<file path="src/design/rv_pkg.sv">
package rv_pkg;

    // base opcodes
    localparam logic [6:0] op_imm    = 7'b0010011;
    localparam logic [6:0] op_imm32  = 7'b0011011;
    localparam logic [6:0] op_lui    = 7'b0110111;
    localparam logic [6:0] op_auipc  = 7'b0010111;
    localparam logic [6:0] op_jal    = 7'b1101111;
    localparam logic [6:0] op_jalr   = 7'b1100111;
    localparam logic [6:0] op_branch = 7'b1100011;
    localparam logic [6:0] op_load   = 7'b0000011;
    localparam logic [6:0] op_store  = 7'b0100011;
    localparam logic [6:0] op_reg    = 7'b0110011;
    localparam logic [6:0] op_reg32  = 7'b0111011;

    // one-hot select widths
    localparam int alu_op_w = 11;  // add sub slt sltu and or xor sll srl sra lui
    localparam int src1_w   = 2;   // rs1, pc
    localparam int src2_w   = 5;   // rs2, imm_i, imm_u, 4, imm_s
    localparam int npc_w    = 7;   // seq jal jalr beq bne lt ge
    localparam int rfres_w  = 3;   // alu, signed load, unsigned load
    localparam int mask_w   = 4;   // d w h b
    localparam int alures_w = 2;   // full, 32-bit sign extended

    // sequencer phases
    localparam int         ph_w     = 2;
    localparam logic [1:0] ph_fetch = 2'd0;
    localparam logic [1:0] ph_exec  = 2'd1;
    localparam logic [1:0] ph_mem   = 2'd2;

    localparam logic [63:0] reset_pc = 64'h0000_0000_8000_0000;

    typedef union packed {
        struct packed {
            logic [6:0] funct7;
            logic [4:0] rs2, rs1;
            logic [2:0] funct3;
            logic [4:0] rd;
            logic [6:0] opcode;
        } r_fmt;
        struct packed {
            logic [11:0] imm;
            logic [4:0]  rs1;
            logic [2:0]  funct3;
            logic [4:0]  rd;
            logic [6:0]  opcode;
        } i_fmt;
        struct packed {
            logic [6:0] imm_hi;
            logic [4:0] rs2, rs1;
            logic [2:0] funct3;
            logic [4:0] imm_lo;
            logic [6:0] opcode;
        } s_fmt;
        struct packed {
            logic       imm12;
            logic [5:0] imm10_5;
            logic [4:0] rs2, rs1;
            logic [2:0] funct3;
            logic [3:0] imm4_1;
            logic       imm11;
            logic [6:0] opcode;
        } b_fmt;
        struct packed {
            logic [19:0] imm;
            logic [4:0]  rd;
            logic [6:0]  opcode;
        } u_fmt;
        struct packed {
            logic       imm20;
            logic [9:0] imm10_1;
            logic       imm11;
            logic [7:0] imm19_12;
            logic [4:0] rd;
            logic [6:0] opcode;
        } j_fmt;
    } inst_word_t;

endpackage

</file>
<file path="src/design/lsu.sv">
module lsu (
    input  logic                       clk,
    input  logic [rv_pkg::ph_w-1:0]    phase,
    input  logic                       mem_ena,
    input  logic                       mem_wen,
    input  logic [rv_pkg::mask_w-1:0]  mem_mask,
    input  logic [rv_pkg::rfres_w-1:0] sel_rfres,
    input  logic [63:0]                alu_result,
    input  logic [63:0]                rs2_data,
    input  logic [63:0]                dmem_rdata,
    input  logic                       rf_we_dec,
    output logic                       dmem_req,
    output logic                       dmem_we,
    output logic [63:0]                dmem_addr,
    output logic [63:0]                dmem_wdata,
    output logic [7:0]                 dmem_strb,
    output logic [63:0]                wb_data,
    output logic                       wb_en
);
    import rv_pkg::*;

    logic [2:0]        off, off_q;
    logic [mask_w-1:0] mask_q;
    logic [63:0]       sh, ld_val;
    logic              sgn;

    assign off       = alu_result[2:0];
    assign dmem_req  = mem_ena && phase == ph_exec;
    assign dmem_we   = mem_wen && phase == ph_exec;
    assign dmem_addr = {alu_result[63:3], 3'b000};

    // replicate store data across all lanes, strobes pick the lane
    assign dmem_wdata = {64{mem_mask[0]}} & rs2_data
                      | {64{mem_mask[1]}} & {2{rs2_data[31:0]}}
                      | {64{mem_mask[2]}} & {4{rs2_data[15:0]}}
                      | {64{mem_mask[3]}} & {8{rs2_data[7:0]}};
    assign dmem_strb  = {8{mem_mask[0]}} & 8'hff
                      | {8{mem_mask[1]}} & (8'h0f << off)
                      | {8{mem_mask[2]}} & (8'h03 << off)
                      | {8{mem_mask[3]}} & (8'h01 << off);

    always_ff @(posedge clk) begin
        if (phase == ph_exec) begin
            off_q  <= off;
            mask_q <= mem_mask;
        end
    end

    assign sh  = dmem_rdata >> {off_q, 3'b000};
    assign sgn = sel_rfres[1];  // lb lh lw ld
    assign ld_val = {64{mask_q[0]}} & sh
                  | {64{mask_q[1]}} & {{32{sgn & sh[31]}}, sh[31:0]}
                  | {64{mask_q[2]}} & {{48{sgn & sh[15]}}, sh[15:0]}
                  | {64{mask_q[3]}} & {{56{sgn & sh[7]}}, sh[7:0]};

    assign wb_data = {64{sel_rfres[0]}} & alu_result
                   | {64{sel_rfres[1] | sel_rfres[2]}} & ld_val;
    // alu results write in execute, loads in the memory phase
    assign wb_en = rf_we_dec && ((phase == ph_exec && sel_rfres[0]) || phase == ph_mem);

endmodule

</file>
<file path="config.mk">
export PLATFORM = sky130hd
export DESIGN_NAME = lsu
export DESIGN_NICKNAME = d
export VERILOG_FILES = /design/src/design/rv_pkg.sv /design/src/design/lsu.sv
export SDC_FILE = /design/constraint.sdc
export NUM_CORES = 1
export LEC_CHECK = 0
export BUFFER_PORTS_ARGS = -buffer_cell sky130_fd_sc_hd__buf_2
export CAP_MARGIN = 20
export CELL_PAD_IN_SITES_DETAIL_PLACEMENT = 1
export CELL_PAD_IN_SITES_GLOBAL_PLACEMENT = 1
export CORE_AREA = 3 3 159 161
export CTS_CLUSTER_SIZE = 12
export DETAILED_ROUTE_END_ITERATION = 8
export DIE_AREA = 0 0 162 164
export PLACE_DENSITY_LB_ADDON = 0.05
export REMOVE_ABC_BUFFERS = 1
export SYNTH_ARGS = -nofsm -noshare
export SYNTH_HDL_FRONTEND = slang
export SYNTH_SLANG_ARGS = --single-unit
</file>
<file path="constraint.sdc">
create_clock -name clk -period 4.3 [get_ports clk]
set_clock_uncertainty 0.05 [all_clocks]
set_input_delay 0.215 -clock clk [delete_from_list [all_inputs] [get_ports clk]]
set_output_delay 0.215 -clock clk [all_outputs]
set_load 0.005 [all_outputs]
</file>
==> flow_metrics.py <==
metrics = {
    "outcome": {
        "status": "finished clean",
    },
    "logic_synthesis": {
        "synth_xor_xnor_area_share_pct": 0,
        "async_s_r_ff_share_synth_pct": 0,
        "synth_ff_type": "edfxtp_1",
        "netlist_instances": 608,
        "synth-compound-area-share_pct": 27.75,
        "synth_simple_gate_area_share_pct": 24.01,
        "yosysSeqAreaShare_pct": 4.836,
        "synth_fa_ha_area_share_pct": 2.879,
        "postSynthAreaPerCell_um2": 7.149,
        "number_of_storage_elements_in_the_synthesis_netlist": 7,
        "syn_area_um2": 4347,
        "synth.area.mux_share_pct": 19.98,
        "yosysUniqueCellTypes": 47,
        "synth_top_family_by_area": "compound AO/OA/AOI/OAI gates",
        "synth_warnings": 0,
        "synth-edff-count": 7,
    },
    "cts": {
        "clkTransAtPathRegs_ns": 0.04,
        "htree_num_levels": 1,
        "postCtsSetupBuffers": 0,
        "cts-root-to-sink-buffers": 2,
        "clock_sinks": 7,
        "tritoncts": "built",
        "tritoncts.num_buffers": 3,
        "clk_root_buffer_cell": "clkbuf_16",
        "holdBufCountCts": 0,
        "post_cts_resize_count": 0,
    },
    "power_and_ir_drop": {
        "power.ir.vdd_worst_uv": 121.6,
        "power.density_cell_area_nw_per_um2": 173.5,
        "power.leakage_nw": 3.182,
    },
    "sta": {
        "timing_max_transition_violations_final": 0,
        "timing_worst_slew_pin_value_ns": 1.093,
        "fin_crit_ns": 3.513,
        "report.final.setup_viol": 0,
        "fin_setup_tns_ns": 0,
        "timing_hold_violations_final": 0,
        "final_min_period_over_clock_period_pct": 81.70,
        "max_slew_margin_pct": 26.76,
        "rsz_0062_raised_after_global_routing": "false",
        "achievable-frequency_ghz": 0.2847,
    },
    "place": {
        "place.port_buffers": 404,
        "detailed_place_hpwl_mm": 23.25,
        "place.gp.congestion": 0.8393,
    },
    "global_route": {
        "overflow": 0,
        "grt_pass1_vias": 6384,
        "grt_start_max_net_pins": 51,
        "antenna_found_initial": 2,
        "grt_first_pass_wirelength_mm": 41.25,
        "global_route.usage.total_pct": 19.99,
    },
    "finish": {
        "nNetsFinal": 1116,
        "area_growth_pct": 41.34,
        "fillerInstances": 3098,
        "fraction_of_layout_cells_with_a_size_suffix_above_1_pct": 48.22,
        "finish.utilization_pct": 25.49,
    },
    "drt": {
        "detailedRoute.firstPassIterationCount": 8,
        "drc_errors": 0,
        "avgRoutedWirePerCell_um": 23.42,
        "top_layer_used": "met5",
        "drt-vias-per-instance": 5.031,
        "drtIter0Drc": 402,
        "ant_nets": 0,
        "totalWireLength_mm": 28.69,
        "met3RoutedLength_mm": 1.582,
        "route.vias.total": 6163,
        "detail_route.wirelength.met1_mm": 12.33,
        "wl_met2_mm": 14.49,
    },
    "die": {
        "floorplan.die.height_um": 164,
        "fp.dieArea_um2": 26570,
        "coreArea_um2": 24110,
        "ios": 408,
        "die_w_um": 162,
        "std_cell_rows": 57,
        "floorplan.initialDensity_pct": 18.03,
    },
    "min_path": {
        "hold_path_depth": 1,
        "path_class_of_the_lowest_slack_min_delay_path": "primary input to register",
    },
    "run": {
        "maxCapViolCount": 0,
    },
    "setup_path": {
        "crit_fanout": 49,
        "startpoint_type": "register",
        "critical_path_arrival_ns": 3.25,
        "critPathCaptureType": "output port",
        "critPathKind": "register to output port",
        "crit_required_ns": 4.03,
    },
}
cells in the final DEF (no fill, tap or decap), drive strengths merged, types with 2 or more instances in the layout:
master / Yosys / layout
o22ai: 20 / 20
mux4: 7 / 7
and3: 8 / 8
nand4: 50 / 50
conb: 1 / 3
mux2i: 71 / 71
a31oi: 2 / 2
nand2: 76 / 76
edfxtp: 7 / 7
nand2b: 9 / 9
nor2: 17 / 17
nand3: 2 / 2
buf: 95 / 414
clkbuf: 33 / 4
nor2b: 15 / 15
o2bb2ai: 7 / 7
nor4: 9 / 9
or2: 6 / 6
a22oi: 19 / 19
ha: 10 / 10
inv: 19 / 19
o211ai: 10 / 10
a32oi: 9 / 9
a22o: 24 / 24
nand3b: 2 / 2
or3: 2 / 2
a21oi: 14 / 14
and2: 5 / 5
o21ai: 25 / 25
a222oi: 25 / 25
Yosys cell counts, types with 3 or more instances:
| cell | number | area share (%) |
|---|---|---|
| nor4_1 | 9 | 1.3 |
| a222oi_1 | 25 | 5.8 |
| a22oi_1 | 19 | 3.3 |
| mux2i_1 | 71 | 16 |
| o22ai_1 | 20 | 2.9 |
| and2_1 | 5 | 0.72 |
| nor2_1 | 17 | 1.5 |
| o21ai_0 | 3 | 0.35 |
| nand2b_1 | 9 | 1.3 |
| buf_2 | 14 | 1.6 |
| clkbuf_1 | 33 | 2.8 |
| o211ai_1 | 9 | 1.6 |
| inv_1 | 19 | 1.6 |
| a32oi_1 | 9 | 1.8 |
| edfxtp_1 | 7 | 4.8 |
| and3_1 | 8 | 1.2 |
| a21oi_1 | 14 | 1.6 |
| buf_4 | 69 | 12 |
| nor2b_1 | 15 | 2.2 |
| or2_2 | 5 | 0.72 |
| mux4_2 | 7 | 3.6 |
| nand4_1 | 50 | 7.2 |
| buf_6 | 4 | 1.0 |
| ha_1 | 10 | 2.9 |
| o2bb2ai_1 | 7 | 1.4 |
| buf_1 | 6 | 0.52 |
| nand2_1 | 76 | 6.6 |
| a22o_1 | 24 | 4.8 |
| o21ai_1 | 22 | 2.5 |
routing by layer:
layer / vias to the layer above / global-route usage (%)
met2: 252 / 35.92
met3: 20 / 2.951
met4: 2 / 2.443
met5: - / 0
met1: 3035 / 26.08
li1: 2854 / -
path summary, 6_finish.rpt:
kind                      start          end  slack, ns
setup / recovery       off_q[1]  wb_data[22]       0.79
hold / removal    alu_result[0]     off_q[0]       0.22
kinds of logic after synthesis:
| group | Yosys count |
|---|---|
| AO/OA/AOI/OAI | 161 |
| adder cells (fa/ha/maj) | 10 |
| buffers and inverters | 148 |
| flip-flops | 7 |
| multiplexers | 78 |
| other | 1 |
| AND/OR/NAND/NOR | 203 |
worst max-delay path, stage by stage, from the launching register on:
cell      delay [ns]
edfxtp_1        0.91
mux2i_1         0.52
a22oi_1         0.17
nand4_1         0.40
buf_4           0.53
nand4_1         0.23
buf_2           0.20
state kept, by name, summed over array words and instances (netlist names):
signal  flops
mask_q      4
off_q       3
where the power goes:
group,leakage [nW],internal (mW),switching (mW)
Clock,0.0382,0.124,0.0403
Combinational,3.08,0.355,0.455
Sequential,0.0657,0.0810,0.0103
Total,3.18,0.560,0.506
metrics by stage:
step	instances	area [um2]	hold slack [ns]	setup WS [ns]	power [mW]
global route	1225	6143	0.2402	0.5552	1.153
finish	1225	6143	0.2214	0.7871	1.066
global placement	1220	6062	0.4740	1.036	0.9080
floorplan	482	3540	0.2639	-0.04580	0.4375
CTS	1224	6141	0.2276	0.7550	1.080
detailed placement	1220	6062	0.4700	1.021	0.9111
final cells by class:
class                           count  area [um2]  share of cell area, %
Antenna cell                        1       2.502                0.04073
Clock buffer                        4       78.83                  1.283
Inverter                           20       75.07                  1.222
Multi-Input combinational cell    455        3262                  53.10
Sequential cell                     7       210.2                  3.422
Tap cell                          324       405.4                  6.599
Timing Repair Buffer              414        2110                  34.34
(Power assumes the default switching activity.)
