File: config.mk
export PLATFORM = sky130hd
export DESIGN_NAME = decode_unit
export DESIGN_NICKNAME = d
export VERILOG_FILES = /design/src/design/rv_pkg.sv /design/src/design/control_unit.sv /design/src/design/decode_unit.sv
export SDC_FILE = /design/constraint.sdc
export NUM_CORES = 1
export LEC_CHECK = 0
export BUFFER_PORTS_ARGS = -buffer_cell sky130_fd_sc_hd__buf_2
export CORE_AREA = 2 2 157 159
export DETAILED_ROUTE_END_ITERATION = 8
export DIE_AREA = 0 0 159 161
export GPL_ROUTABILITY_DRIVEN = 0
export SYNTH_ARGS = -nofsm -noshare
export SYNTH_HDL_FRONTEND = slang
export SYNTH_SLANG_ARGS = --single-unit
File: constraint.sdc
create_clock -name clk -period 11.85 [get_ports clk]
set_input_delay 1.7775 -clock clk [delete_from_list [all_inputs] [get_ports clk]]
set_output_delay 1.7775 -clock clk [all_outputs]
set_load 0.03 [all_outputs]
File: src/design/rv_pkg.sv
package rv_pkg;

    // base opcodes
    localparam logic [6:0] op_imm    = 7'b0010011;
    localparam logic [6:0] op_imm32  = 7'b0011011;
    localparam logic [6:0] op_lui    = 7'b0110111;
    localparam logic [6:0] op_auipc  = 7'b0010111;
    localparam logic [6:0] op_jal    = 7'b1101111;
    localparam logic [6:0] op_jalr   = 7'b1100111;
    localparam logic [6:0] op_branch = 7'b1100011;
    localparam logic [6:0] op_load   = 7'b0000011;
    localparam logic [6:0] op_store  = 7'b0100011;
    localparam logic [6:0] op_reg    = 7'b0110011;
    localparam logic [6:0] op_reg32  = 7'b0111011;

    // one-hot select widths
    localparam int alu_op_w = 11;  // add sub slt sltu and or xor sll srl sra lui
    localparam int src1_w   = 2;   // rs1, pc
    localparam int src2_w   = 5;   // rs2, imm_i, imm_u, 4, imm_s
    localparam int npc_w    = 7;   // seq jal jalr beq bne lt ge
    localparam int rfres_w  = 3;   // alu, signed load, unsigned load
    localparam int mask_w   = 4;   // d w h b
    localparam int alures_w = 2;   // full, 32-bit sign extended

    // sequencer phases
    localparam int         ph_w     = 2;
    localparam logic [1:0] ph_fetch = 2'd0;
    localparam logic [1:0] ph_exec  = 2'd1;
    localparam logic [1:0] ph_mem   = 2'd2;

    localparam logic [63:0] reset_pc = 64'h0000_0000_8000_0000;

    typedef union packed {
        struct packed {
            logic [6:0] funct7;
            logic [4:0] rs2, rs1;
            logic [2:0] funct3;
            logic [4:0] rd;
            logic [6:0] opcode;
        } r_fmt;
        struct packed {
            logic [11:0] imm;
            logic [4:0]  rs1;
            logic [2:0]  funct3;
            logic [4:0]  rd;
            logic [6:0]  opcode;
        } i_fmt;
        struct packed {
            logic [6:0] imm_hi;
            logic [4:0] rs2, rs1;
            logic [2:0] funct3;
            logic [4:0] imm_lo;
            logic [6:0] opcode;
        } s_fmt;
        struct packed {
            logic       imm12;
            logic [5:0] imm10_5;
            logic [4:0] rs2, rs1;
            logic [2:0] funct3;
            logic [3:0] imm4_1;
            logic       imm11;
            logic [6:0] opcode;
        } b_fmt;
        struct packed {
            logic [19:0] imm;
            logic [4:0]  rd;
            logic [6:0]  opcode;
        } u_fmt;
        struct packed {
            logic       imm20;
            logic [9:0] imm10_1;
            logic       imm11;
            logic [7:0] imm19_12;
            logic [4:0] rd;
            logic [6:0] opcode;
        } j_fmt;
    } inst_word_t;

endpackage

File: src/design/control_unit.sv
module control_unit (
    input  logic [6:0]                  opcode,
    input  logic [2:0]                  funct3,
    input  logic [6:0]                  funct7,
    output logic [rv_pkg::alu_op_w-1:0] alu_op,
    output logic                        rf_we,
    output logic [rv_pkg::src1_w-1:0]   sel_alusrc1,
    output logic [rv_pkg::src2_w-1:0]   sel_alusrc2,
    output logic [rv_pkg::npc_w-1:0]    sel_nextpc,
    output logic [rv_pkg::rfres_w-1:0]  sel_rfres,
    output logic                        mem_ena,
    output logic                        mem_wen,
    output logic [rv_pkg::mask_w-1:0]   mem_mask,
    output logic                        inv,
    output logic [rv_pkg::alures_w-1:0] sel_alures
);
    import rv_pkg::*;

    logic is_imm, is_reg, is_br, is_ld, is_st, f7_zero, f7_alt;
    logic inst_addi, inst_sltiu, inst_andi, inst_slli, inst_srli, inst_srai, inst_addiw;
    logic inst_lui, inst_auipc, inst_jal, inst_jalr;
    logic inst_add, inst_sub, inst_and, inst_or, inst_xor, inst_slt, inst_sltu;
    logic inst_sll, inst_srl, inst_sra, inst_addw;
    logic inst_beq, inst_bne, inst_blt, inst_bge, inst_bltu, inst_bgeu;
    logic inst_ld, inst_lw, inst_lwu, inst_lh, inst_lhu, inst_lb, inst_lbu;
    logic inst_sd, inst_sw, inst_sh, inst_sb;
    logic r_type, b_type, i_alu, load, store;

    assign is_imm  = opcode == op_imm;
    assign is_reg  = opcode == op_reg;
    assign is_br   = opcode == op_branch;
    assign is_ld   = opcode == op_load;
    assign is_st   = opcode == op_store;
    assign f7_zero = funct7 == 7'b0000000;
    assign f7_alt  = funct7 == 7'b0100000;

    assign inst_addi  = is_imm && funct3 == 3'b000;
    assign inst_sltiu = is_imm && funct3 == 3'b011;
    assign inst_andi  = is_imm && funct3 == 3'b111;
    assign inst_slli  = is_imm && funct3 == 3'b001 && funct7[6:1] == 6'b000000;
    assign inst_srli  = is_imm && funct3 == 3'b101 && funct7[6:1] == 6'b000000;
    assign inst_srai  = is_imm && funct3 == 3'b101 && funct7[6:1] == 6'b010000;
    assign inst_addiw = opcode == op_imm32 && funct3 == 3'b000;
    assign inst_lui   = opcode == op_lui;
    assign inst_auipc = opcode == op_auipc;
    assign inst_jal   = opcode == op_jal;
    assign inst_jalr  = opcode == op_jalr && funct3 == 3'b000;

    assign inst_add  = is_reg && funct3 == 3'b000 && f7_zero;
    assign inst_sub  = is_reg && funct3 == 3'b000 && f7_alt;
    assign inst_sll  = is_reg && funct3 == 3'b001 && f7_zero;
    assign inst_slt  = is_reg && funct3 == 3'b010 && f7_zero;
    assign inst_sltu = is_reg && funct3 == 3'b011 && f7_zero;
    assign inst_xor  = is_reg && funct3 == 3'b100 && f7_zero;
    assign inst_srl  = is_reg && funct3 == 3'b101 && f7_zero;
    assign inst_sra  = is_reg && funct3 == 3'b101 && f7_alt;
    assign inst_or   = is_reg && funct3 == 3'b110 && f7_zero;
    assign inst_and  = is_reg && funct3 == 3'b111 && f7_zero;
    assign inst_addw = opcode == op_reg32 && funct3 == 3'b000 && f7_zero;

    assign inst_beq  = is_br && funct3 == 3'b000;
    assign inst_bne  = is_br && funct3 == 3'b001;
    assign inst_blt  = is_br && funct3 == 3'b100;
    assign inst_bge  = is_br && funct3 == 3'b101;
    assign inst_bltu = is_br && funct3 == 3'b110;
    assign inst_bgeu = is_br && funct3 == 3'b111;

    assign inst_lb  = is_ld && funct3 == 3'b000;
    assign inst_lh  = is_ld && funct3 == 3'b001;
    assign inst_lw  = is_ld && funct3 == 3'b010;
    assign inst_ld  = is_ld && funct3 == 3'b011;
    assign inst_lbu = is_ld && funct3 == 3'b100;
    assign inst_lhu = is_ld && funct3 == 3'b101;
    assign inst_lwu = is_ld && funct3 == 3'b110;
    assign inst_sb  = is_st && funct3 == 3'b000;
    assign inst_sh  = is_st && funct3 == 3'b001;
    assign inst_sw  = is_st && funct3 == 3'b010;
    assign inst_sd  = is_st && funct3 == 3'b011;

    assign r_type = inst_add | inst_sub | inst_and | inst_or | inst_xor | inst_slt | inst_sltu
                  | inst_sll | inst_srl | inst_sra | inst_addw;
    assign b_type = inst_beq | inst_bne | inst_blt | inst_bge | inst_bltu | inst_bgeu;
    assign i_alu  = inst_addi | inst_sltiu | inst_andi | inst_slli | inst_srli | inst_srai
                  | inst_addiw;
    assign load   = inst_ld | inst_lw | inst_lwu | inst_lh | inst_lhu | inst_lb | inst_lbu;
    assign store  = inst_sd | inst_sw | inst_sh | inst_sb;

    assign inv = ~(r_type | b_type | i_alu | load | store
                 | inst_lui | inst_auipc | inst_jal | inst_jalr);

    assign alu_op = {inst_lui,
                     inst_sra | inst_srai,
                     inst_srl | inst_srli,
                     inst_sll | inst_slli,
                     inst_xor,
                     inst_or,
                     inst_and | inst_andi,
                     inst_sltu | inst_sltiu | inst_bltu | inst_bgeu,
                     inst_slt | inst_blt | inst_bge,
                     inst_sub | inst_beq | inst_bne,
                     inst_add | inst_addi | inst_addw | inst_addiw | inst_auipc
                         | inst_jal | inst_jalr | load | store};

    assign rf_we       = r_type | i_alu | load | inst_lui | inst_auipc | inst_jal | inst_jalr;
    assign sel_alusrc1 = {inst_auipc | inst_jal, r_type | b_type | i_alu | load | store | inst_jalr};
    assign sel_alusrc2 = {store, inst_jal, inst_lui | inst_auipc, i_alu | load | inst_jalr,
                          r_type | b_type};
    assign sel_nextpc  = {inst_bge | inst_bgeu, inst_blt | inst_bltu, inst_bne, inst_beq,
                          inst_jalr, inst_jal,
                          r_type | i_alu | load | store | inst_lui | inst_auipc};
    assign sel_rfres   = {inst_lwu | inst_lhu | inst_lbu, inst_ld | inst_lw | inst_lh | inst_lb,
                          ~load};

    assign mem_ena  = load | store;
    assign mem_wen  = store;
    assign mem_mask = {inst_lb | inst_lbu | inst_sb, inst_lh | inst_lhu | inst_sh,
                       inst_lw | inst_lwu | inst_sw, inst_ld | inst_sd};

    assign sel_alures = {inst_addw | inst_addiw, ~(inst_addw | inst_addiw)};

endmodule

File: src/design/decode_unit.sv
module decode_unit (
    input  logic                        clk,
    input  logic                        reset,
    input  logic [rv_pkg::ph_w-1:0]     phase,
    input  logic [31:0]                 imem_data,
    output logic [4:0]                  rs1,
    output logic [4:0]                  rs2,
    output logic [4:0]                  rd,
    output logic [63:0]                 imm_i,
    output logic [63:0]                 imm_s,
    output logic [63:0]                 imm_b,
    output logic [63:0]                 imm_u,
    output logic [63:0]                 imm_j,
    output logic [rv_pkg::alu_op_w-1:0] alu_op,
    output logic                        rf_we,
    output logic [rv_pkg::src1_w-1:0]   sel_alusrc1,
    output logic [rv_pkg::src2_w-1:0]   sel_alusrc2,
    output logic [rv_pkg::npc_w-1:0]    sel_nextpc,
    output logic [rv_pkg::rfres_w-1:0]  sel_rfres,
    output logic                        mem_ena,
    output logic                        mem_wen,
    output logic [rv_pkg::mask_w-1:0]   mem_mask,
    output logic                        inv,
    output logic [rv_pkg::alures_w-1:0] sel_alures
);
    import rv_pkg::*;

    inst_word_t inst_q, inst;

    always_ff @(posedge clk) begin
        if (reset) inst_q <= '0;
        else if (phase == ph_exec) inst_q <= imem_data;
    end

    // live word in execute, held copy for the load memory phase
    assign inst = (phase == ph_exec) ? inst_word_t'(imem_data) : inst_q;

    assign rs1 = inst.r_fmt.rs1;
    assign rs2 = inst.r_fmt.rs2;
    assign rd  = inst.r_fmt.rd;

    assign imm_i = {{52{inst.i_fmt.imm[11]}}, inst.i_fmt.imm};
    assign imm_s = {{52{inst.s_fmt.imm_hi[6]}}, inst.s_fmt.imm_hi, inst.s_fmt.imm_lo};
    assign imm_b = {{52{inst.b_fmt.imm12}}, inst.b_fmt.imm11, inst.b_fmt.imm10_5,
                    inst.b_fmt.imm4_1, 1'b0};
    assign imm_u = {{32{inst.u_fmt.imm[19]}}, inst.u_fmt.imm, 12'h000};
    assign imm_j = {{44{inst.j_fmt.imm20}}, inst.j_fmt.imm19_12, inst.j_fmt.imm11,
                    inst.j_fmt.imm10_1, 1'b0};

    control_unit u_ctrl (
        .opcode(inst.r_fmt.opcode), .funct3(inst.r_fmt.funct3), .funct7(inst.r_fmt.funct7),
        .alu_op, .rf_we, .sel_alusrc1, .sel_alusrc2, .sel_nextpc, .sel_rfres,
        .mem_ena, .mem_wen, .mem_mask, .inv, .sel_alures
    );

endmodule

==> metrics <==
TritonCTS Buffers 5; Sw Pwr 284 uW; delay-heaviest family, CP simple AND/OR/NAND/NOR gates; Die Width 159 um; Worst R2R End inst_q[30]; top_reg_cell synth dfxtp_1; switching part of the total 0.519; Worst-path clk slew 50 ps; Place WS 5200 ps; Max clock buf depth 2; H-Tree Depth 2; critical path endpoint category primary output; clock latency at the later pin of the worst-skew pair 280 ps; Site Rows 57; crit-path max FO 140; ant diodes 0; cell-internal power 263 uW; final instance area 4550 sq um; Synth Area in Compound Gates 0.0759; max reg flops 32; final worst path period share 0.552; most frequent cells in the layout 394 x buf_2, 82 x nand2_1, 33 x nor2_1; synth warn 0; Clock power frac 0.242; Die Y 161 um; drc violations 0; final core utilization 0.190; Post-CTS Setup Bufs 0; final setup TNS 0 ps; adder-cell share of the synthesized area 0; hold_buf cts 0; Slew Limit Fails 0; fmax 153 MHz; Slew HR 0.359; largest family of logic cells by synthesized area buffers and inverters; crit path buf inv count 3; CTS tree built; crit path DAT 4770 ps; Worst Hold End inst_q[1]; Clock Sink Count 32; non-filler cells, final 1023; global-route wire length before repair 17000 um; Leak 2.89 nW; Yosys reg bits 32; Placed Instances 1015; Worst path most repeated cell buf_2; Mapped Area 4600 sq um; internal reg-to-reg setup slack 10780 ps; PwrDens 120 nW/um^2; top flop regs inst_q (32); WL final 12700 um; Hold/Removal Path Class reg -> reg; Worst Skew 0 ps; Root Driver clkbuf_16; number of flops mapped to enable cells by yosys 0; WHS 454 ps; crit path time final 6550 ps; met3 wire length 1190 um; min-delay src inst_q[1]; RSZ-0062 raised after global routing false; final setup fails 0; post-DR wirelength/cell 12.4 um; grt total ovfl 0; worst setup margin 5300 ps; Least-Margin Pin Slew 960 ps; DR vias 3609; worst vdd ir 73.3 uV; Simple-Gate Fraction of Synth Area 0.174; vias in the first global route 2666; status finished clean; Buffers on Ports 394; nets 734; hpwl dp 10600 um; Post-Synthesis Cells 639; initial antenna violation count 2; most common cell after layout, fill and taps aside buf_2; fraction of registers with async set/reset 0; Syn Area/Cell 7.20 sq um; CP Class in -> out; final hold vios 0; # fillers 2771; Worst R2R Path Depth 4; Seq/Total Area, Yosys 0.139; GRT Total Usage 0.0875; Reg with most FFs inst_q; core region area 24000 sq um; cells along the critical path buf_2 -> nor2b_4 -> nand2_1 -> nand2_4 -> buf_4 -> buf_2; I/O pin total 409; DP Area 4400 sq um; First-pass DRT Iterations 6; ANT nets after route 0; metal2 WL 6460 um; crit path launch type input port; post-synth cell types 47; Reg-to-Reg Start inst_q[30]; P&R area growth vs syn -0.980%; Hold Path Depth 2; Power Total 547 uW; WP data required 10070 ps; share of cells above drive strength 1 0.594; DR top layer met5; largest net degree at the start of global routing 141; Seq pwr share 0.211; Initial Util 0.192; Die ar. 25600 sq um; Post-Synth XOR/XNOR Area 0; Slowest-stage cell, CP nor2b_4; WL met1 4820 um; Max-Cap Viols 0; Initial DRC Count 105; Via-to-Cell Ratio 3.53; mux contribution to synthesized area 0.0226; Comb power frac 0.548; Post-CTS Resized 0; slowest stage delay, CP 830 ps
## Yosys cell counts (3+ instances only)
| cell | count | share of area |
|---|---|---|
| nor3_1 | 10 | 0.011 |
| or3_1 | 4 | 0.0054 |
| nand2_1 | 83 | 0.068 |
| or2_2 | 3 | 0.0041 |
| a21oi_1 | 29 | 0.032 |
| o31ai_1 | 3 | 0.0049 |
| buf_4 | 345 | 0.56 |
| nor4_1 | 3 | 0.0041 |
| clkbuf_1 | 10 | 0.0082 |
| o21ai_0 | 7 | 0.0076 |
| nor4bb_1 | 5 | 0.011 |
| and3_1 | 6 | 0.0082 |
| nand2b_1 | 3 | 0.0041 |
| inv_1 | 9 | 0.0073 |
| mux2i_1 | 7 | 0.015 |
| dfxtp_1 | 32 | 0.14 |
| nand3_1 | 6 | 0.0065 |
| a31oi_1 | 9 | 0.012 |
| nor2_1 | 33 | 0.027 |
## worst max-delay path by stage
stage	cells after the start	from	endpoint	slack [ps]
final	6	phase[0]	imm_u[51]	5300
after global routing	6	phase[0]	imm_s[25]	4840
after CTS	6	phase[0]	imm_u[48]	5190
after detailed placement	6	phase[0]	imm_u[48]	5200
after global placement	6	phase[0]	imm_b[36]	5360
after floorplan	8	phase[1]	imm_b[12]	2890
## layer usage
layer,vias up,GRT usage
li1,1814,-
met1,1536,0.101
met2,245,0.162
met3,12,0.0205
met4,2,0.0244
met5,-,0
## final cells by class
class / instances / area (sq um) / area share
multi-input cells: 250 / 1310 / 0.288
inverters: 11 / 43.8 / 0.00962
repair buffers: 398 / 2000 / 0.440
flip-flops and latches: 32 / 641 / 0.141
clock inverters: 1 / 7.51 / 0.00165
clock buffers: 7 / 143 / 0.0313
well taps: 324 / 405 / 0.0890
## logic make-up after synthesis
logic type             Yosys count
buffers and inverters          370
AND/OR/NAND/NOR                168
AO/OA/AOI/OAI                   59
flip-flops                      32
multiplexers                     9
other                            1
## worst reg2reg max path, delay by kind of cell (launching register included)
family	cells	cell delay (ps)
compound gates	1	470
flops	1	290
simple gates	2	110
buf+inv	1	60
## power groups by stage
stage	clock network [mW]	registers, mW	logic [mW]
floorplan	0	0.117	0.350
global placement	0	0.117	0.302
detailed placement	0	0.118	0.303
CTS	0.138	0.115	0.303
global route	0.143	0.116	0.316
finish	0.132	0.115	0.300
Note: power is estimated with default switching activity, not from simulation.
